<file path="config.mk">
export PLATFORM = sky130hd
export DESIGN_NAME = decodeUnit
export DESIGN_NICKNAME = d
export VERILOG_FILES = /design/src/verilog/ctrlPkg.sv /design/src/verilog/isaPkg.sv /design/src/verilog/controlGenerator.sv /design/src/verilog/decodeQueue.sv /design/src/verilog/decodeUnit.sv /design/src/verilog/instrClassifier.sv
export SDC_FILE = /design/constraint.sdc
export NUM_CORES = 1
export LEC_CHECK = 0
export ABC_AREA = 1
export BUFFER_PORTS_ARGS = -buffer_cell sky130_fd_sc_hd__buf_2
export CAP_MARGIN = 30
export CORE_MARGIN = 2
export CORE_UTILIZATION = 35
export CTS_CLUSTER_DIAMETER = 120
export DETAILED_ROUTE_END_ITERATION = 10
export MAX_ROUTING_LAYER = met4
export REMOVE_ABC_BUFFERS = 1
export SLEW_MARGIN = 5
export SYNTH_ARGS = -nofsm -noshare
export SYNTH_HDL_FRONTEND = slang
export SYNTH_SLANG_ARGS = --single-unit
export TNS_END_PERCENT = 5
</file>
<file path="constraint.sdc">
create_clock -name clk -period 2.3 [get_ports clk]
set_input_delay 0.69 -clock clk [delete_from_list [all_inputs] [get_ports clk]]
set_output_delay 0.69 -clock clk [all_outputs]
set_load 0.02 [all_outputs]
</file>
<file path="src/verilog/ctrlPkg.sv">
package ctrlPkg;

    localparam int QUEUE_DEPTH = 4;
    localparam int QUEUE_PTR_W = $clog2(QUEUE_DEPTH);
    localparam int QUEUE_CNT_W = $clog2(QUEUE_DEPTH + 1);

    typedef enum logic [3:0] {
        ALU_ADD        = 4'b0000,
        ALU_SUB        = 4'b0001,
        ALU_BRANCH_CMP = 4'b1010,
        ALU_UPPER      = 4'b1011, // lui shift
        ALU_LINK       = 4'b1100  // pc + 8 for jal
    } aluOp_t;

    typedef enum logic [2:0] {
        SRC_REG       = 3'b000,
        SRC_LINK      = 3'b011,
        SRC_IMM       = 3'b100,
        SRC_UPPER_IMM = 3'b101
    } srcOperand_t;

    typedef enum logic [1:0] {
        DEST_NONE = 2'b00,
        DEST_RD   = 2'b01,
        DEST_RT   = 2'b10,
        DEST_R31  = 2'b11
    } destReg_t;

    // 24 bits, msb first, same layout the datapath expects
    typedef struct packed {
        logic        addrMux;         // bit 23
        logic        rsAddrMux;
        logic        branchOrJump;
        logic        jump;            // bit 20
        destReg_t    destination;
        srcOperand_t sourceOperand;
        aluOp_t      aluOp;
        logic        branchInstr;     // bit 10
        logic        loadInstr;
        logic        rfEnable;
        logic        targetAddrInstr;
        logic [1:0]  memSize;
        logic        memWrite;
        logic        memSignExtend;
        logic        memEnable;
        logic        hiEnable;
        logic        loEnable;        // bit 0
    } controlWord_t;

endpackage

</file>
<file path="src/verilog/isaPkg.sv">
package isaPkg;

    localparam int WORD_W   = 32;
    localparam int OPCODE_W = 6;
    localparam int REG_W    = 5; // rs, rt, rd and shamt
    localparam int FUNCT_W  = 6;
    localparam int CLASS_W  = 4;

    typedef logic [WORD_W-1:0] instrWord_t;

    typedef enum logic [OPCODE_W-1:0] {
        OP_SPECIAL = 6'b000000, // R-type, resolved by funct
        OP_REGIMM  = 6'b000001, // branch group, rt not decoded
        OP_JAL     = 6'b000011,
        OP_BEQ     = 6'b000100, // also B when rs == rt
        OP_BGTZ    = 6'b000111,
        OP_ADDIU   = 6'b001001,
        OP_LUI     = 6'b001111,
        OP_LBU     = 6'b100100,
        OP_SB      = 6'b101000
    } opcode_t;

    typedef enum logic [FUNCT_W-1:0] {
        FN_JR   = 6'b001000,
        FN_ADDU = 6'b100001,
        FN_SUBU = 6'b100011
    } funct_t;

    // field view of an R-type word
    typedef struct packed {
        opcode_t           opcode;
        logic [REG_W-1:0]  rs;
        logic [REG_W-1:0]  rt;
        logic [REG_W-1:0]  rd;
        logic [REG_W-1:0]  shamt;
        funct_t            funct;
    } rFields_t;

    typedef enum logic [CLASS_W-1:0] {
        CLS_NOP, CLS_ADDIU, CLS_SUBU, CLS_ADDU,
        CLS_LBU, CLS_BGTZ, CLS_JAL, CLS_LUI,
        CLS_JR, CLS_SB, CLS_REGIMM, CLS_BEQ,
        CLS_ILLEGAL
    } instrClass_t;

endpackage
</file>
<file path="src/verilog/controlGenerator.sv">
`timescale 1ns/1ps

module controlGenerator import isaPkg::*, ctrlPkg::*; (
    input  logic         clk,
    input  logic         reset,
    input  logic         qValid,
    output logic         qReady,
    input  instrClass_t  qClass,
    output logic         outValid,
    input  logic         outReady,
    output controlWord_t outControl,
    output logic         outIllegal
);

    controlWord_t nextControl;
    logic         accept;

    assign qReady = !outValid || outReady;
    assign accept = qValid && qReady;

    always_comb begin
        nextControl = '0; // nop and illegal keep this
        case (qClass)
            CLS_ADDIU: begin
                nextControl.sourceOperand = SRC_IMM;
                nextControl.aluOp         = ALU_ADD;
                nextControl.rfEnable      = 1'b1;
                nextControl.destination   = DEST_RT;
            end
            CLS_SUBU: begin
                nextControl.sourceOperand = SRC_REG;
                nextControl.aluOp         = ALU_SUB;
                nextControl.rfEnable      = 1'b1;
                nextControl.destination   = DEST_RD;
            end
            CLS_ADDU: begin
                nextControl.sourceOperand = SRC_REG;
                nextControl.aluOp         = ALU_ADD;
                nextControl.rfEnable      = 1'b1;
                nextControl.destination   = DEST_RD;
            end
            CLS_LBU: begin
                nextControl.sourceOperand = SRC_IMM; // base + offset
                nextControl.aluOp         = ALU_ADD;
                nextControl.loadInstr     = 1'b1;
                nextControl.rfEnable      = 1'b1;
                nextControl.memEnable     = 1'b1; // byte, zero extended
                nextControl.destination   = DEST_RT;
            end
            CLS_BGTZ: begin
                nextControl.aluOp           = ALU_BRANCH_CMP;
                nextControl.branchInstr     = 1'b1;
                nextControl.targetAddrInstr = 1'b1;
                nextControl.rsAddrMux       = 1'b1;
            end
            CLS_JAL: begin
                nextControl.sourceOperand   = SRC_LINK;
                nextControl.aluOp           = ALU_LINK;
                nextControl.rfEnable        = 1'b1;
                nextControl.targetAddrInstr = 1'b1;
                nextControl.branchOrJump    = 1'b1;
                nextControl.jump            = 1'b1;
                nextControl.destination     = DEST_R31;
            end
            CLS_LUI: begin
                nextControl.sourceOperand = SRC_UPPER_IMM;
                nextControl.aluOp         = ALU_UPPER;
                nextControl.rfEnable      = 1'b1;
                nextControl.destination   = DEST_RT;
            end
            CLS_JR: begin
                nextControl.branchOrJump = 1'b1;
                nextControl.jump         = 1'b1;
                nextControl.rsAddrMux    = 1'b1; // target from rs
            end
            CLS_SB: begin
                nextControl.memWrite  = 1'b1;
                nextControl.memEnable = 1'b1;
            end
            CLS_REGIMM: begin
                nextControl.aluOp           = ALU_BRANCH_CMP;
                nextControl.branchInstr     = 1'b1;
                nextControl.targetAddrInstr = 1'b1;
                nextControl.branchOrJump    = 1'b1;
            end
            CLS_BEQ: begin
                nextControl.branchInstr     = 1'b1;
                nextControl.targetAddrInstr = 1'b1;
                nextControl.branchOrJump    = 1'b1;
            end
            default: nextControl = '0;
        endcase
    end

    always_ff @(posedge clk) begin
        if (reset) begin
            outValid <= 1'b0;
        end else if (accept) begin
            outValid <= 1'b1;
        end else if (outReady) begin
            outValid <= 1'b0;
        end
    end

    always_ff @(posedge clk) begin
        if (accept) begin
            outControl <= nextControl;
            outIllegal <= qClass == CLS_ILLEGAL;
        end
    end

    assert property (@(posedge clk) disable iff (reset)
        outValid && !outReady |=> outValid && $stable(outControl) && $stable(outIllegal));

endmodule

</file>
<file path="src/verilog/decodeQueue.sv">
`timescale 1ns/1ps

module decodeQueue import isaPkg::*, ctrlPkg::*; (
    input  logic        clk,
    input  logic        reset,
    input  logic        clsValid,
    output logic        clsReady,
    input  instrClass_t clsClass,
    output logic        qValid,
    input  logic        qReady,
    output instrClass_t qClass
);

    instrClass_t            mem [QUEUE_DEPTH];
    logic [QUEUE_PTR_W-1:0] wrPtr;
    logic [QUEUE_PTR_W-1:0] rdPtr;
    logic [QUEUE_CNT_W-1:0] count;
    logic                   doWrite;
    logic                   doRead;

    function automatic logic [QUEUE_PTR_W-1:0] nextPtr(input logic [QUEUE_PTR_W-1:0] ptr);
        if (ptr == QUEUE_PTR_W'(QUEUE_DEPTH - 1)) begin
            return '0;
        end
        return ptr + 1'b1;
    endfunction

    assign clsReady = count != QUEUE_CNT_W'(QUEUE_DEPTH); // not full
    assign qValid   = count != '0;
    assign qClass   = mem[rdPtr];
    assign doWrite  = clsValid && clsReady;
    assign doRead   = qValid && qReady;

    always_ff @(posedge clk) begin
        if (reset) begin
            wrPtr <= '0;
            rdPtr <= '0;
            count <= '0;
        end else begin
            if (doWrite) begin
                wrPtr <= nextPtr(wrPtr);
            end
            if (doRead) begin
                rdPtr <= nextPtr(rdPtr);
            end
            case ({doWrite, doRead})
                2'b10:   count <= count + 1'b1;
                2'b01:   count <= count - 1'b1;
                default: count <= count; // both or neither
            endcase
        end
    end

    always_ff @(posedge clk) begin
        if (doWrite) begin
            mem[wrPtr] <= clsClass;
        end
    end

    assert property (@(posedge clk) disable iff (reset)
        count <= QUEUE_CNT_W'(QUEUE_DEPTH));

    // equal pointers mean empty unless the count says full
    assert property (@(posedge clk) disable iff (reset)
        doRead |-> (rdPtr != wrPtr) || (count == QUEUE_CNT_W'(QUEUE_DEPTH)));

endmodule

</file>
<file path="src/verilog/decodeUnit.sv">
`timescale 1ns/1ps

module decodeUnit import isaPkg::*, ctrlPkg::*; (
    input  logic         clk,
    input  logic         reset,
    input  logic         inValid,
    output logic         inReady,
    input  instrWord_t   inWord,
    output logic         outValid,
    input  logic         outReady,
    output controlWord_t outControl,
    output logic         outIllegal
);

    logic        clsValid;
    logic        clsReady;
    instrClass_t clsClass;
    logic        qValid;
    logic        qReady;
    instrClass_t qClass;

    instrClassifier i_instrClassifier (
        .clk      (clk),
        .reset    (reset),
        .inValid  (inValid),
        .inReady  (inReady),
        .inWord   (inWord),
        .clsValid (clsValid),
        .clsReady (clsReady),
        .clsClass (clsClass)
    );

    decodeQueue i_decodeQueue (
        .clk      (clk),
        .reset    (reset),
        .clsValid (clsValid),
        .clsReady (clsReady),
        .clsClass (clsClass),
        .qValid   (qValid),
        .qReady   (qReady),
        .qClass   (qClass)
    );

    controlGenerator i_controlGenerator (
        .clk        (clk),
        .reset      (reset),
        .qValid     (qValid),
        .qReady     (qReady),
        .qClass     (qClass),
        .outValid   (outValid),
        .outReady   (outReady),
        .outControl (outControl),
        .outIllegal (outIllegal)
    );

endmodule

</file>
<file path="src/verilog/instrClassifier.sv">
`timescale 1ns/1ps

module instrClassifier import isaPkg::*; (
    input  logic        clk,
    input  logic        reset,
    input  logic        inValid,
    output logic        inReady,
    input  instrWord_t  inWord,
    output logic        clsValid,
    input  logic        clsReady,
    output instrClass_t clsClass
);

    rFields_t    fields;
    instrClass_t nextClass;
    logic        accept;

    assign inReady = !clsValid || clsReady; // empty or draining this cycle
    assign accept  = inValid && inReady;

    always_comb begin
        fields    = rFields_t'(inWord);
        nextClass = CLS_ILLEGAL;
        if (inWord == '0) begin
            nextClass = CLS_NOP; // sll r0 would decode as special otherwise
        end else begin
            case (fields.opcode)
                OP_SPECIAL: begin
                    case (fields.funct)
                        FN_ADDU: nextClass = CLS_ADDU;
                        FN_SUBU: nextClass = CLS_SUBU;
                        FN_JR:   nextClass = CLS_JR;
                        default: nextClass = CLS_ILLEGAL;
                    endcase
                end
                OP_REGIMM: nextClass = CLS_REGIMM;
                OP_JAL:    nextClass = CLS_JAL;
                OP_BEQ:    nextClass = CLS_BEQ;
                OP_BGTZ:   nextClass = CLS_BGTZ;
                OP_ADDIU:  nextClass = CLS_ADDIU;
                OP_LUI:    nextClass = CLS_LUI;
                OP_LBU:    nextClass = CLS_LBU;
                OP_SB:     nextClass = CLS_SB;
                default:   nextClass = CLS_ILLEGAL;
            endcase
        end
    end

    always_ff @(posedge clk) begin
        if (reset) begin
            clsValid <= 1'b0;
        end else if (accept) begin
            clsValid <= 1'b1;
        end else if (clsReady) begin
            clsValid <= 1'b0;
        end
    end

    always_ff @(posedge clk) begin
        if (accept) begin
            clsClass <= nextClass;
        end
    end

    // class must wait for the queue untouched
    assert property (@(posedge clk) disable iff (reset)
        clsValid && !clsReady |=> clsValid && $stable(clsClass));

endmodule

</file>
Word level (Yosys, flattened, before mapping)
Memories as Yosys holds them, arrays and structs flattened. A register that Yosys moved wholly into a read port is not among the register bits.
Cells that the tools add are included.
W data, S select, Z words.
{ "totals": {"register_bits": 32, "ram_bits": 16, "inputBits": 36, "output_inout_bits": 27, "word_cells": 107, "mem_count": 1} }
{ "mem_list": {"columns": ["memory", "words", "width", "read_ports", "rd_clocked_by_memory_dff", "wr", "line_no", "source"], "rows": [
  ["i_decodeQueue.mem", 4, 4, 1, 1, 1, "decodeQueue.sv:14", "instrClass_t mem [QUEUE_DEPTH];"]
]} }
{ "op_classes": {"addsub": 4, "eq_ne": 28, "mux": 32, "reduce_logical": 23} }
{ "op_table": {"columns": ["operator", "count"], "rows": [
  ["$pmux W4 S9", 1],
  ["$logic_not A32 Y1", 1],
  ["$eq A6 B6 Y1 const B", 4],
  ["$mux W1", 21],
  ["$eq A4 B4 Y1 const B", 5],
  ["$pmux W5 S4", 1],
  ["$eq A6 B4 Y1 const B", 3],
  ["$eq A4 B3 Y1 const B", 4],
  ["$pmux W4 S4", 1],
  ["$eq A6 B3 Y1 const B", 2],
  ["$mux W2", 6],
  ["$pmux W4 S3", 1],
  ["$reduce_or A2 Y1", 6],
  ["$eq A4 B2 Y1 const B", 2],
  ["$reduce_or A4 Y1", 2],
  ["$eq A2 B2 Y1 const B", 3],
  ["$eq A6 B1 Y1 const B", 1],
  ["$eq A6 B2 Y1 const B", 1],
  ["$logic_not A6 Y1", 1],
  ["$pmux W3 S2", 1],
  ["$reduce_bool A2 Y1", 3],
  ["$reduce_or A6 Y1", 1],
  ["$add A2 B1 Y2 const B", 2],
  ["$eq A4 B1 Y1 const B", 1],
  ["9 further kinds", 13]
]} }

Depth between registers and ports, before layout
Gate-level depths: netlist of run 1.
{ "depth": {"depth_word": 8, "ltp_mapped": 11, "depth_no_buf": 11} }

Hierarchy
A second synthesis of run 1 with hierarchy kept.
{ "unflattened": {"cells_unflattened": 280, "hier_area_um2": 2563.7} }
{ "modules_own_cells": {"columns": ["module", "instances", "cells_per_inst", "area_per_inst_um2", "seq_area_each_um2"], "rows": [
  ["decodeQueue", 1, 109, 1114.8, 660.6],
  ["controlGenerator", 1, 77, 868.3, 590.6],
  ["instrClassifier", 1, 94, 580.6, 140.1]
]} }

Worst setup path after synthesis of run 1
No wires, ideal clock.
{ "synth_path": {"path_type": "input-to-reg", "startpoint": "in outReady", "endpoint": "reg i_decodeQueue.count[2]", "setup_ns": 0.122, "t_arrival_ns": 2.303, "required_ns": 2.178, "path_slack_ns": -0.125, "path_stages": 9, "path_buffers": 0, "path_cell_list": "o21ai_0 -> inv_1 -> ha_1 -> inv_1 -> fa_1 -> a21oi_1 -> o21ai_0 -> o21ai_0 -> a21oi_1"} }
{ "synth_via": {"elab_chain_cells": 4, "word_cells_on_any_way": 6, "classes_between": "2 x eq/ne; 1 x mux; 3 x reduce/logical"} }
{ "synth_lines": {"columns": ["item", "line_no", "source"], "rows": [
  ["from (decl)", "decodeUnit.sv:10", "input logic outReady,"],
  ["$logic_or A1 B1 Y1 (*)", "controlGenerator.sv:18", "assign qReady = !outValid || outReady;"],
  ["$logic_and A1 B1 Y1 (*)", null, null],
  ["net i_controlGenerator.accept", "controlGenerator.sv:16", "logic accept;"],
  ["$eq A2 B1 Y1 / $eq A2 B2 Y1 (equally long branches)", "decodeQueue.sv:46", "case ({doWrite, doRead})"],
  ["$pmux W3 S2 / $reduce_bool A2 Y1 (equally long branches)", null, null],
  ["to (signal assigned)", "decodeQueue.sv:47", "2'b10: count <= count + 1'b1;"],
  ["to (signal assigned)", "decodeQueue.sv:48", "2'b01: count <= count - 1'b1;"],
  ["to (signal assigned)", "decodeQueue.sv:49", "default: count <= count;"],
  ["to (decl)", "decodeQueue.sv:17", "logic [QUEUE_CNT_W-1:0] count;"]
]} }
Mark *: on every way through the listed nets, which the timed path passes. The rest lies on a longest branch.
A chain may end at the register's enable or synchronous reset.

Final worst setup path of run 1
{ "layout_path": {"startpoint": "reg i_decodeQueue.count[0]", "endpoint": "reg i_decodeQueue.count[2]"} }
{ "layout_via": {"elab_chain_cells": 4, "word_cells_on_any_way": 10, "classes_between": "2 x add/sub; 3 x eq/ne; 1 x mux; 4 x reduce/logical"} }
{ "layout_lines": {"columns": ["item", "line_no"], "rows": [
  ["$ne A3 B3 Y1 / $reduce_bool A3 Y1 (equally long branches)", "decodeQueue.sv:28, decodeQueue.sv:29"],
  ["$logic_and A1 B1 Y1 (on tied branches)", "decodeQueue.sv:31, decodeQueue.sv:32"],
  ["$eq A2 B1 Y1 / $eq A2 B2 Y1 (equally long branches)", "decodeQueue.sv:46"],
  ["$pmux W3 S2 / $reduce_bool A2 Y1 (equally long branches)", null]
]} }
Several ways; a longest one is shown, not always the timed one.

==> flow_summary.rst, run 1 <==
.. list-table::
   :header-rows: 1

   * - Metric
     - Value
   * - Worst Reg-to-Reg Cells
     - 10
   * - Number of fillers in the final layout
     - 704
   * - Delay-heaviest family, CP
     - adder cells
   * - Netlist Area Pre-Place
     - 2472 sq um
   * - Count leader, synth
     - sky130_fd_sc_hd__nand2_1
   * - Number of flops mapped to enable cells by yosys
     - 39
   * - Worst Hold End
     - i_decodeQueue.mem[3][0]
   * - Number of placed cells counting well taps
     - 417
   * - Post-Route Skew
     - 0.01243 ns
   * - Minimum clock period
     - 1.998 ns
   * - Global-route wire length before repair
     - 6.713 mm
   * - Width of the chip
     - 88.05 microns
   * - MaxCap Viol Count
     - 0
   * - Clock buffers created by TritonCTS
     - 5
   * - Vias post-DR
     - 1840
   * - Least setup slack across all paths after layout
     - 0.3023 ns
   * - Clock input transition at the sequential cells of the worst setup and hold paths
     - 0.08 ns
   * - Worst hold slack
     - 0.5040 ns
   * - VDD IR max
     - 0.3654 mV
   * - Timing-limited maximum frequency
     - 0.5006 GHz
   * - Number of unique standard cell types used by synthesis
     - 30
   * - Critical path buffers and inverters
     - 2
   * - Number of nets with antenna violations after detailed routing
     - 0
   * - Synth warn
     - 0
   * - Cts hold-fix bufs
     - 0
   * - Number of detailed-route iterations in the first pass
     - 4
   * - Worst reg-to-reg setup slack
     - 0.30 ns
   * - Count of clock tree sinks
     - 50
   * - Category of the worst setup path capture point
     - flop
   * - Endpoint of the worst register-to-register path
     - i_decodeQueue.count[2]
   * - Buffers inserted by post-CTS timing repair
     - 0
   * - Setup repair after global routing missed its margin
     - no
   * - DRC
     - 0
   * - Average wire length per cell after detail routing
     - 9.544 microns
   * - Design Power
     - 3234 uW
   * - Number of buffers on the longest clock path
     - 2
   * - Placeable Area
     - 6832 sq um
   * - Number of antenna violations at the first check in global routing
     - 0
   * - Worst hold path stage count
     - 0
   * - Die Area
     - 7752 sq um
   * - Flip-flop and latch count after synthesis
     - 50
   * - Fraction of synthesis flops using an asynchronous set or reset pin
     - 0%
   * - Period utilisation layout
     - 86.86%
   * - Required time worst endpoint
     - 2.48 ns
   * - Crit Path Class
     - flop to flop
   * - Leak
     - 0.001386 uW
   * - DP Worst Slack
     - 0.1949 ns
   * - CTS tree
     - done
   * - Ys flop type
     - sky130_fd_sc_hd__edfxtp_1
   * - Floorplan row count
     - 30
   * - Synth Instances
     - 266
   * - H-tree depth
     - 2
   * - Number of primary I/O pins
     - 63
   * - Initial Utilization
     - 36.19%
   * - Setup Viol. Count Final
     - 0
   * - Portion of synthesized cell area occupied by the leading cell type
     - 47.37%
   * - Layout-stage area growth over the synthesis result
     - 18.42%
   * - Leading post-synthesis cells by instance count
     - 52 x sky130_fd_sc_hd__nand2_1, 39 x sky130_fd_sc_hd__edfxtp_1, 38 x sky130_fd_sc_hd__nor2_1
   * - Clock insertion delay at the later pin of the skew report
     - 0.30 ns
   * - Setup TNS
     - 0 ns
   * - Total power per unit cell area
     - 1105 nW/um^2
   * - Series of cell instances along the critical path
     - inv_1 -> nand3_1 -> nand2_1 -> ha_1 -> inv_1 -> fa_1 -> a21oi_1 -> o21ai_0 -> o21ai_0 -> a21oi_1
   * - Total overflow reported by the global router
     - 0
   * - Cell types with the largest area share after synthesis
     - sky130_fd_sc_hd__edfxtp_1 47%, sky130_fd_sc_hd__dfxtp_1 8.9%, sky130_fd_sc_hd__nand2_1 7.9%
   * - DRT Wirelength
     - 4.056 mm
   * - GRT Overall Usage
     - 11.34%
   * - Cell taking the most area after synthesis
     - sky130_fd_sc_hd__edfxtp_1
   * - Total of buffers placed on input and output ports
     - 56
   * - Final net count
     - 371
   * - Detailed router's first-iteration violation count
     - 61
   * - Run status
     - finished, final reports clean
   * - Diodes inserted
     - 0
   * - Maximum number of pins on one net before global-route repair
     - 23
   * - Average via count per standard cell
     - 4.329
   * - Fin. Hold Viols
     - 0
   * - Filler-free cell count of the finished design
     - 425
   * - Startpoint type of the worst setup path
     - flop
   * - Cell type of the slowest stage on the worst timing path
     - sky130_fd_sc_hd__fa_1
   * - Number of pins with negative max-slew slack in the final report
     - 0
   * - Worst-path fanout max
     - 9
   * - Clock root buffer
     - sky130_fd_sc_hd__clkbuf_8
   * - Vias in the first global route
     - 1667
   * - HPWL after detailed placement
     - 3.210 mm
   * - Hold Crit Start
     - i_instrClassifier.clsClass[0]
   * - Final weighted congestion in routability-driven placement
     - 0.7636
   * - Sequential cell area fraction in the yosys report
     - 56.28%
   * - Endpoint arrival time on the critical path
     - 2.18 ns
   * - Number of gates resized after CTS
     - 0
   * - Type of the worst min-delay path
     - flop to flop
   * - Max stage delay on crit path
     - 0.38 ns
   * - Mean instance size in the synthesized netlist
     - 9.295 sq um
   * - Height of the chip
     - 88.05 microns
   * - Proportion of layout cells with a drive suffix above 1
     - 25.23%
   * - Startpoint of the lowest-slack register-to-register path
     - i_decodeQueue.count[0]
==> sequential cells by signal, summed over array words and instances, names as in the netlist, named ones only <==
| register | cells |
|---|---|
| i_controlGenerator.outControl | 18 |
| i_decodeQueue.mem | 16 |
| i_instrClassifier.clsClass | 4 |
| i_decodeQueue.count | 3 |
| i_decodeQueue.rdPtr | 2 |
| i_decodeQueue.wrPtr | 2 |
| i_controlGenerator.outIllegal | 1 |
| i_controlGenerator.outValid | 1 |
| i_instrClassifier.clsValid | 1 |
==> worst max path at each step <==
stage | start | to | slack [ns] | depth (start not counted)
after floorplan | outReady | i_decodeQueue.count[2] | -0.12 | 9
after global placement | outReady | i_decodeQueue.count[2] | 0.22 | 10
after detailed placement | outReady | i_decodeQueue.count[2] | 0.19 | 10
after CTS | i_decodeQueue.count[0] | i_decodeQueue.count[2] | 0.30 | 10
after global routing | i_decodeQueue.count[0] | i_decodeQueue.count[2] | 0.13 | 10
final | i_decodeQueue.count[0] | i_decodeQueue.count[2] | 0.30 | 10
==> worst register-to-register path: stages, from the launching register on <==
cell and delay, ns:
sky130_fd_sc_hd__dfxtp_1 0.30, sky130_fd_sc_hd__inv_1 0.15, sky130_fd_sc_hd__nand3_1 0.09, sky130_fd_sc_hd__nand2_1 0.24, sky130_fd_sc_hd__ha_1 0.20, sky130_fd_sc_hd__inv_1 0.07
sky130_fd_sc_hd__fa_1 0.38, sky130_fd_sc_hd__a21oi_1 0.15, sky130_fd_sc_hd__o21ai_0 0.11, sky130_fd_sc_hd__o21ai_0 0.16, sky130_fd_sc_hd__a21oi_1 0.05
==> metrics by stage <==
| step | util (%) | cell area [sq um] |
|---|---|---|
| after global placement | 41.61 | 2843 |
| after floorplan | - | 2435 |
| after detailed placement | 41.61 | 2843 |
| after CTS | 42.86 | 2928 |
| final | 42.86 | 2928 |
| after global routing | 42.86 | 2928 |
==> layout make-up <==
cell class / instances / area [sq um] / area share, %
sequential: 50 / 1391 / 47.52
tap: 96 / 120.1 / 4.103
inverter: 37 / 141.4 / 4.829
timing repair buffer: 57 / 287.8 / 9.829
clock inverter: 3 / 16.27 / 0.5556
clock buffer: 5 / 68.82 / 2.350
multi-input combinational: 177 / 902.1 / 30.81
==> cell families after synthesis <==
logic type,synth area share [%]
flip-flops,56.28
AO/OA/AOI/OAI,5.263
buffers and inverters,7.996
adder cells (fa/ha/maj),3.846
other,0.1517
AND/OR/NAND/NOR,26.47
==> report_power, final <==
| part | total, uW | switching (uW) | internal [uW] |
|---|---|---|---|
| Sequential | 1420 | 94.1 | 1330 |
| Clock | 482 | 273 | 208 |
| Combinational | 1330 | 911 | 418 |
| Total | 3230 | 1280 | 1960 |
==> layout by cell type, fill, tap and decap left out, types with 2 or more instances in the layout <==
cell	n
sky130_fd_sc_hd__a21oi_1	9
sky130_fd_sc_hd__buf_2	56
sky130_fd_sc_hd__clkbuf_8	5
sky130_fd_sc_hd__conb_1	6
sky130_fd_sc_hd__dfxtp_1	11
sky130_fd_sc_hd__edfxtp_1	39
sky130_fd_sc_hd__ha_1	6
sky130_fd_sc_hd__inv_1	34
sky130_fd_sc_hd__inv_2	2
sky130_fd_sc_hd__nand2_1	52
sky130_fd_sc_hd__nand2_2	8
sky130_fd_sc_hd__nand3_1	28
sky130_fd_sc_hd__nand3b_1	2
sky130_fd_sc_hd__nand4_1	4
sky130_fd_sc_hd__nor2_1	38
sky130_fd_sc_hd__nor2_4	2
sky130_fd_sc_hd__nor3_1	2
sky130_fd_sc_hd__o21ai_0	9
==> layer usage <==
layer  GRT usage, %  part of all wire (%)  up-vias
li1               -                     -      988
met2          20.45                    49       58
met3          3.299                   6.7        6
met5              -                     0        -
met1          12.20                    43      788
met4          2.893                  0.99        0
Note: power is estimated with default switching activity, not from simulation.
==> run 2, diff against run 1 <==
Settings changed: CORE_MARGIN 2 to unset.
==> run 2 against run 1 <==
Net effect:
- clock skew fell by 0.0079 ns
- clock-buffer cell count rose by 3
- cell area rose by 1.2%
- highest routed layer unchanged
- cell count rose by 0.24%
- largest cell class unchanged
- fmax rose by 3.2%
- routed wire length fell by 3.8%
- register-to-register slack improved by 0.06 ns
- largest power group unchanged
- first-iteration DRC count fell by 3.3%
- non-clock buffer count rose by 1
- hold slack got worse by 0.00089 ns
- core utilization rose by 0.73 points
- flip-flop and latch count did not move
==> flow_summary.rst, run 2 (same netlist as run 1, synthesis figures left out) <==
.. list-table::
   :header-rows: 1

   * - Metric
     - Value
   * - Run status
     - finished, final reports clean
   * - DRT Wirelength
     - 3.900 mm (-3.8%)
   * - Width of the chip
     - 86.05 microns (-2.3%)
   * - VDD IR max
     - 0.3023 mV (-17%)
   * - Count of clock tree sinks
     - 50 (unchanged)
   * - Sequential fraction of design power
     - 42.7% (-1.3 points)
   * - Category of the worst setup path capture point
     - flop
   * - Vias post-DR
     - 1810 (-1.6%)
   * - Number of antenna violations at the first check in global routing
     - 0 (unchanged)
   * - Buffers inserted by post-CTS timing repair
     - 0 (unchanged)
   * - Post-layout util
     - 43.59% (+0.73 points)
   * - Metal2 WL
     - 1.892 mm (-4.7%)
   * - Initial Utilization
     - 36.39% (+0.20 points)
   * - Die Area
     - 7404 sq um (-4.5%)
   * - Required time worst endpoint
     - 2.49 ns (about the same)
   * - Startpoint type of the worst setup path
     - flop
   * - Clock insertion delay at the later pin of the skew report
     - 0.30 ns (about the same)
   * - GRT Overall Usage
     - 12.13% (+0.78 points)
   * - Height of the chip
     - 86.05 microns (-2.3%)
   * - Number of detailed-route iterations in the first pass
     - 4 (unchanged)
   * - Clock input transition at the sequential cells of the worst setup and hold paths
     - 0.08 ns (about the same)
   * - Setup repair after global routing missed its margin
     - no
   * - Worst-path fanout max
     - 4 (-5)
   * - Part of the total power dissipated in combinational logic
     - 40.0% (-1.1 points)
   * - H-tree depth
     - 2 (unchanged)
   * - Final weighted congestion in routability-driven placement
     - 0.7838 (+2.6%)
   * - Final net count
     - 372 (+0.27%)
   * - MaxCap Viol Count
     - 0 (unchanged)
   * - CTS tree
     - done
   * - Number of primary I/O pins
     - 63 (unchanged)
   * - Internal power contribution
     - 2063 uW (+5.4%)
   * - Number of pins with negative max-slew slack in the final report
     - 0 (unchanged)
   * - Maximum number of pins on one net before global-route repair
     - 23 (unchanged)
   * - DP Worst Slack
     - 0.1787 ns (-0.01616 ns)
   * - Endpoint arrival time on the critical path
     - 2.12 ns (-0.06 ns)
   * - Diodes inserted
     - 0 (unchanged)
   * - Setup Viol. Count Final
     - 0 (unchanged)
   * - Timing-limited maximum frequency
     - 0.5168 GHz (+3.2%)
   * - Layout-stage area growth over the synthesis result
     - 19.79%
   * - Post-Route Skew
     - 0.004560 ns (-0.007870 ns)
   * - Design Power
     - 3333 uW (+3.0%)
   * - Vias in the first global route
     - 1649 (-1.1%)
   * - Fin. Hold Viols
     - 0 (unchanged)
   * - Placeable Area
     - 6794 sq um (-0.55%)
   * - Total of buffers placed on input and output ports
     - 56 (unchanged)
   * - Minimum clock period
     - 1.935 ns (-0.06286 ns)
   * - Number of nets with antenna violations after detailed routing
     - 0 (unchanged)
   * - Average via count per standard cell
     - 4.249 (-1.9%)
   * - HPWL after detailed placement
     - 3.136 mm (-2.3%)
   * - Commonest non-fill, non-tap cell in the layout
     - sky130_fd_sc_hd__buf_2
   * - Proportion of layout cells with a drive suffix above 1
     - 25.45% (+0.23 points)
   * - Power spent charging and discharging nets
     - 1270 uW (-0.65%)
   * - Least setup slack across all paths after layout
     - 0.3651 ns (+0.06286 ns)
   * - Detailed router's first-iteration violation count
     - 59 (-3.3%)
   * - Total overflow reported by the global router
     - 0 (unchanged)
   * - Fraction of power spent switching nets
     - 38.09% (-1.4 points)
   * - Type of the worst min-delay path
     - flop to flop
   * - Met3 WL post-DR
     - 241 microns (-11%)
   * - Clock buffers created by TritonCTS
     - 5 (unchanged)
   * - Number of buffers on the longest clock path
     - 2 (unchanged)
   * - Cts hold-fix bufs
     - 0 (unchanged)
   * - Period utilisation layout
     - 84.13% (-2.7 points)
   * - Clock root buffer
     - sky130_fd_sc_hd__clkbuf_8
   * - Part of the total power dissipated in the clock network
     - 17.3% (+2.4 points)
   * - Number of gates resized after CTS
     - 0 (unchanged)
   * - Total power per unit cell area
     - 1125 nW/um^2 (+1.9%)
   * - Largest registers in the final layout
     - i_controlGenerator.outControl: 18 flops, i_decodeQueue.mem: 16 flops, i_instrClassifier.clsClass: 4 flops
   * - Max FFs per register
     - 18 (unchanged)
   * - Global-route wire length before repair
     - 6.837 mm (+1.8%)
   * - WL met1
     - 1.728 mm (-1.7%)
   * - Crit Path Class
     - flop to flop
   * - Floorplan row count
     - 30 (unchanged)
   * - Most flop-heavy register
     - i_controlGenerator.outControl
   * - DRC
     - 0 (unchanged)
   * - Leak
     - 0.001406 uW (+1.4%)
   * - Top Metal Used
     - met4
   * - Worst reg-to-reg setup slack
     - 0.37 ns (+0.06 ns)
   * - Average wire length per cell after detail routing
     - 9.155 microns (-4.1%)
   * - Commonest cells after routing, fill and taps aside
     - 56 x sky130_fd_sc_hd__buf_2, 52 x sky130_fd_sc_hd__nand2_1, 39 x sky130_fd_sc_hd__edfxtp_1
-- run 2: cell types whose count changed in the layout (fill, tap and decap cells not counted), sizes merged --
cell      before  now
clkbuf         5    8
buf           57   58
clkinv         2    0
clkinvlp       1    0
-- run 2: path summary, 6_finish.rpt --
check / from / endpoint / cells after the start
min: i_decodeQueue.count[1] / i_decodeQueue.count[1] / 2
max: i_decodeQueue.count[1] / i_decodeQueue.count[2] / 11
min reg2reg: i_decodeQueue.count[1] / i_decodeQueue.count[1] / 2
max reg2reg: i_decodeQueue.count[1] / i_decodeQueue.count[2] / 11
-- run 2: cell type report --
| cell class | instances | area (sq um) |
|---|---|---|
| timing repair buffer | 58 | 295.3 |
| sequential | 50 | 1391 |
| tap | 96 | 120.1 |
| multi-input combinational | 177 | 902.1 |
| clock buffer | 8 | 111.4 |
| fill | 679 | 3832 |
| inverter | 37 | 141.4 |
-- run 2: through the flow --
step	cell area, sq um	hold WS [ns]	cells	setup TNS [ns]
global placement	2850	0.4758	418	0
detailed placement	2850	0.4859	418	0
floorplan	2435	0.4585	264	-0.1247
global route	2962	0.5449	426	0
finish	2962	0.5031	426	0
CTS	2962	0.5097	426	0
-- run 2: power groups by stage --
stage | combinational (uW) | sequential (uW) | clock, uW
6_report | 1330 | 1420 | 577
5_1_grt | 1510 | 1450 | 636
4_1_cts | 1350 | 1430 | 598
3_5_place_dp | 1350 | 1450 | 0
3_3_place_gp | 1320 | 1450 | 0
2_1_floorplan | 733 | 1690 | 0
-- run 2: layer usage --
| metal | track usage [%] | vias up |
|---|---|---|
| li1 | - | 988 |
| met1 | 13.12 | 759 |
| met2 | 21.00 | 58 |
| met3 | 4.042 | 5 |
| met4 | 3.788 | 0 |
| met5 | - | - |
-- run 2: worst max-delay path, stage by stage (launching register included) --
cell and delay [ns]:
sky130_fd_sc_hd__dfxtp_1 0.34, sky130_fd_sc_hd__inv_1 0.09, sky130_fd_sc_hd__nand3_1 0.11, sky130_fd_sc_hd__o21ai_0 0.11, sky130_fd_sc_hd__inv_1 0.09, sky130_fd_sc_hd__ha_1 0.14, sky130_fd_sc_hd__inv_1 0.07, sky130_fd_sc_hd__fa_1 0.38
sky130_fd_sc_hd__a21oi_1 0.16, sky130_fd_sc_hd__o21ai_0 0.12, sky130_fd_sc_hd__o21ai_0 0.16, sky130_fd_sc_hd__a21oi_1 0.06
==> run 3, diff against run 2 <==
Settings changed: ABC_AREA 1 to 0.
Clock period 2.3 ns to 1.91 ns, I/O delays scaled along.
==> run 3 against run 2 <==
Net effect:
- area after synthesis shrank 0.51%
- cell area is 2.1% higher
- routed wire length is 0.82% lower
- global-route usage decreased by 0.40 points
- clock power grew 37%
- hold slack worse by 0.016 ns
- via count down 6.1%
==> flow_summary.rst, run 3 <==
.. list-table::
   :header-rows: 1

   * - Metric
     - Value
   * - Max FFs per register
     - 18 (unchanged)
   * - Start point of the critical path
     - i_decodeQueue.count[1]
   * - GRT Overall Usage
     - 11.73% (-0.40 points)
   * - Crit Path Class
     - flop to flop
   * - Post-Route Skew
     - 0.01047 ns (+0.005913 ns)
   * - Endpoint arrival time on the critical path
     - 2.07 ns (-0.05 ns)
   * - Detailed router's first-iteration violation count
     - 29 (-51%)
   * - Die Area
     - 7368 sq um (-0.49%)
   * - Run status
     - finished, final reports clean
   * - Synth Instances
     - 207 (-22%)
   * - Dpl cell area
     - 2864 sq um (+0.48%)
   * - Part of the total power dissipated in combinational logic
     - 40.1% (about the same)
   * - Clock root buffer
     - sky130_fd_sc_hd__clkbuf_8
   * - H-tree depth
     - 2 (unchanged)
   * - Count of clock tree sinks
     - 50 (unchanged)
   * - Mean instance size in the synthesized netlist
     - 11.88 sq um (+28%)
   * - Worst reg-to-reg setup slack
     - 0.09 ns (-0.28 ns)
   * - Synth warn
     - 0 (unchanged)
   * - DRC
     - 0 (unchanged)
   * - Cell taking the most area after synthesis
     - sky130_fd_sc_hd__edfxtp_1
   * - Number of unique standard cell types used by synthesis
     - 47 (+57%)
   * - Fin. Hold Viols
     - 0 (unchanged)
   * - Design Area, Final
     - 3023 sq um (+2.1%)
   * - Startpoint type of the worst setup path
     - flop
   * - Worst Reg-to-Reg Cells
     - 8 (-3)
   * - Number of antenna violations at the first check in global routing
     - 0 (unchanged)
   * - Diodes inserted
     - 0 (unchanged)
   * - Setup Viol. Count Final
     - 0 (unchanged)
   * - Width of the chip
     - 85.84 microns (-0.24%)
   * - Number of pins with negative max-slew slack in the final report
     - 0 (unchanged)
   * - Number of flops mapped to enable cells by yosys
     - 39 (unchanged)
   * - Startpoint of the lowest-slack register-to-register path
     - i_decodeQueue.count[1]
   * - Clock buffers created by TritonCTS
     - 5 (unchanged)
   * - MaxCap Viol Count
     - 0 (unchanged)
   * - Category of the worst setup path capture point
     - flop
   * - Hold Crit Start
     - i_controlGenerator.outValid
   * - Worst-path fanout max
     - 4 (unchanged)
   * - Most flop-heavy register
     - i_controlGenerator.outControl
   * - Endpoint of the worst register-to-register path
     - i_decodeQueue.count[2]
   * - Type of the worst min-delay path
     - flop to flop
   * - Setup TNS
     - 0 ns (unchanged)
   * - Maximum number of pins on one net before global-route repair
     - 22 (-4.3%)
   * - Number of buffers on the longest clock path
     - 2 (unchanged)
   * - Vias in the first global route
     - 1546 (-6.2%)
   * - Timing-limited maximum frequency
     - 0.5495 GHz (+6.3%)
   * - Initial Utilization
     - 36.21% (-0.18 points)
   * - Total power per unit cell area
     - 1393 nW/um^2 (+24%)
   * - Number of nets with antenna violations after detailed routing
     - 0 (unchanged)
   * - Clock insertion delay at the later pin of the skew report
     - 0.31 ns (about the same)
   * - Internal power contribution
     - 2734 uW (+33%)
   * - Series of cell instances along the critical path
     - nor3_1 -> a21oi_2 -> ha_2 -> inv_1 -> fa_2 -> xor2_1 -> or3_1 -> a21oi_2
   * - Portion of synthesized cell area occupied by the leading cell type
     - 47.61% (+0.24 points)
   * - Placeable Area
     - 6794 sq um (unchanged)
   * - Ys flop type
     - sky130_fd_sc_hd__edfxtp_1
   * - Count leader, synth
     - sky130_fd_sc_hd__edfxtp_1
   * - Period utilisation layout
     - 95.29% (+11 points)
   * - Layout-stage area growth over the synthesis result
     - 22.89%
   * - Worst hold path stage count
     - 2 (unchanged)
   * - Worst Hold End
     - i_controlGenerator.outValid
   * - Floorplan row count
     - 30 (unchanged)
   * - Flip-flop and latch count after synthesis
     - 50 (unchanged)
   * - CTS tree
     - done
   * - Minimum clock period
     - 1.820 ns (-0.1149 ns)
   * - Average via count per standard cell
     - 4.620 (+8.7%)
   * - Leading post-synthesis cells by instance count
     - 39 x sky130_fd_sc_hd__edfxtp_1, 25 x sky130_fd_sc_hd__nor2_1, 11 x sky130_fd_sc_hd__dfxtp_1, 11 x sky130_fd_sc_hd__inv_1
   * - Netlist Area Pre-Place
     - 2460 sq um (-0.51%)
   * - Leak
     - 0.001194 uW (-15%)
   * - Total of buffers placed on input and output ports
     - 56 (unchanged)
   * - Cell types with the largest area share after synthesis
     - sky130_fd_sc_hd__edfxtp_1 48%, sky130_fd_sc_hd__dfxtp_1 9.0%, sky130_fd_sc_hd__nor2_1 3.8%
   * - Number of detailed-route iterations in the first pass
     - 4 (unchanged)
   * - Sequential fraction of design power
     - 41.1% (-1.6 points)
   * - Required time worst endpoint
     - 2.16 ns (-0.33 ns)
   * - Global-route wire length before repair
     - 6.575 mm (-3.8%)
   * - Fraction of power spent switching nets
     - 35.09% (-3.0 points)
   * - Post-layout util
     - 44.49% (+0.90 points)
   * - VDD IR max
     - 0.4211 mV (+39%)
   * - Max stage delay on crit path
     - 0.39 ns (about the same)
   * - Largest registers in the final layout
     - i_controlGenerator.outControl: 18 flops, i_decodeQueue.mem: 16 flops, i_instrClassifier.clsClass: 4 flops
   * - Power spent charging and discharging nets
     - 1478 uW (+16%)
   * - Cts hold-fix bufs
     - 0 (unchanged)
   * - Height of the chip
     - 85.84 microns (-0.24%)
   * - Total overflow reported by the global router
     - 0 (unchanged)
   * - Sequential cell area fraction in the yosys report
     - 56.56% (+0.29 points)
   * - Clock input transition at the sequential cells of the worst setup and hold paths
     - 0.09 ns (about the same)
   * - Fraction of synthesis flops using an asynchronous set or reset pin
     - 0% (unchanged)
   * - Setup repair after global routing missed its margin
     - yes
   * - Vias post-DR
     - 1700 (-6.1%)
   * - Cell type of the slowest stage on the worst timing path
     - sky130_fd_sc_hd__dfxtp_2
   * - Commonest non-fill, non-tap cell in the layout
     - sky130_fd_sc_hd__buf_2
   * - Average wire length per cell after detail routing
     - 10.51 microns (+15%)
   * - DRT Wirelength
     - 3.868 mm (-0.82%)
   * - HPWL after detailed placement
     - 2.989 mm (-4.7%)
   * - Most frequent cell on the critical path
     - sky130_fd_sc_hd__a21oi_2
   * - Proportion of layout cells with a drive suffix above 1
     - 35.29% (+9.8 points)
   * - Final net count
     - 314 (-16%)
   * - Part of the total power dissipated in the clock network
     - 18.8% (+1.5 points)
   * - Final weighted congestion in routability-driven placement
     - 0.8005 (+2.1%)
   * - Commonest cells after routing, fill and taps aside
     - 56 x sky130_fd_sc_hd__buf_2, 39 x sky130_fd_sc_hd__edfxtp_1, 24 x sky130_fd_sc_hd__nor2_1
   * - Number of primary I/O pins
     - 63 (unchanged)
[run 3: power by group through the flow]
stage / registers (uW) / clock network (uW) / logic [uW]
6_report: 1730 / 791 / 1690
5_1_grt: 1770 / 847 / 1870
4_1_cts: 1730 / 814 / 1680
3_5_place_dp: 1750 / 0 / 1670
3_3_place_gp: 1740 / 0 / 1660
2_1_floorplan: 2040 / 0 / 853
[run 3: logic make-up (layout without fill, tap and decap cells)]
group	after synthesis	in the layout	synth area share, %
xor gates and xnor gates	6	6	2.136
adders and majority gates	7	7	3.866
and+or+nand+nor	75	75	17.04
DFF	50	50	56.56
AOI/OAI and AO/OA	32	32	8.342
other	1	6	0.1524
buffers and inverters	26	86	5.798
muxes	10	10	6.104
[run 3: worst max-delay path, delay by kind of cell, from the launching register on]
family          cells  cell delay [ns]
buf+inv             1             0.05
fa+ha+maj           2             0.52
xor+xnor            1             0.15
compound gates      2             0.24
simple gates        2             0.40
flops               1             0.39
[run 3: worst max-delay path by stage]
stage / end / slack [ns] / cells past startpoint
2_1_floorplan: i_decodeQueue.count[2] / -1.29 / 8
3_3_place_gp: i_decodeQueue.count[2] / -0.17 / 9
5_1_grt: i_decodeQueue.count[2] / -0.01 / 8
4_1_cts: i_decodeQueue.count[2] / 0.02 / 9
3_5_place_dp: i_decodeQueue.count[2] / -0.22 / 9
6_report: i_decodeQueue.count[2] / 0.09 / 8
[run 3: final cells by class]
type	instances	area (sq um)
Inverter	11	41.29
Multi-Input combinational cell	136	968.4
Clock buffer	8	132.6
Fill cell	642	3771
Tap cell	96	120.1
Timing Repair Buffer	67	362.8
Sequential cell	50	1398
[run 3: metal layers]
metal / GRT usage (%) / wire length (microns) / vias up
met2: 19.35 / 1855 / 71
met4: 6.364 / 84 / 0
met3: 2.406 / 199 / 7
li1: - / - / 869
met5: - / 0 / -
met1: 13.42 / 1729 / 753
[run 3: metrics by stage]
| step | setup slack, ns | cells | hold slack (ns) | power (uW) |
|---|---|---|---|---|
| floorplan | -1.287 | 197 | 0.4587 | 2895 |
| global placement | -0.1668 | 360 | 0.4663 | 3403 |
| detailed placement | -0.2184 | 360 | 0.4745 | 3420 |
| CTS | 0.01706 | 368 | 0.4884 | 4223 |
| global route | -0.01412 | 368 | 0.5036 | 4487 |
| finish | 0.09004 | 368 | 0.4872 | 4212 |
[run 3: what timing repair did]
action,4_1_cts,5_1_grt
pin swaps,0,2
setup buffers,0,0
gates resized for setup,2,8
endpoints found under the setup margin,1,1
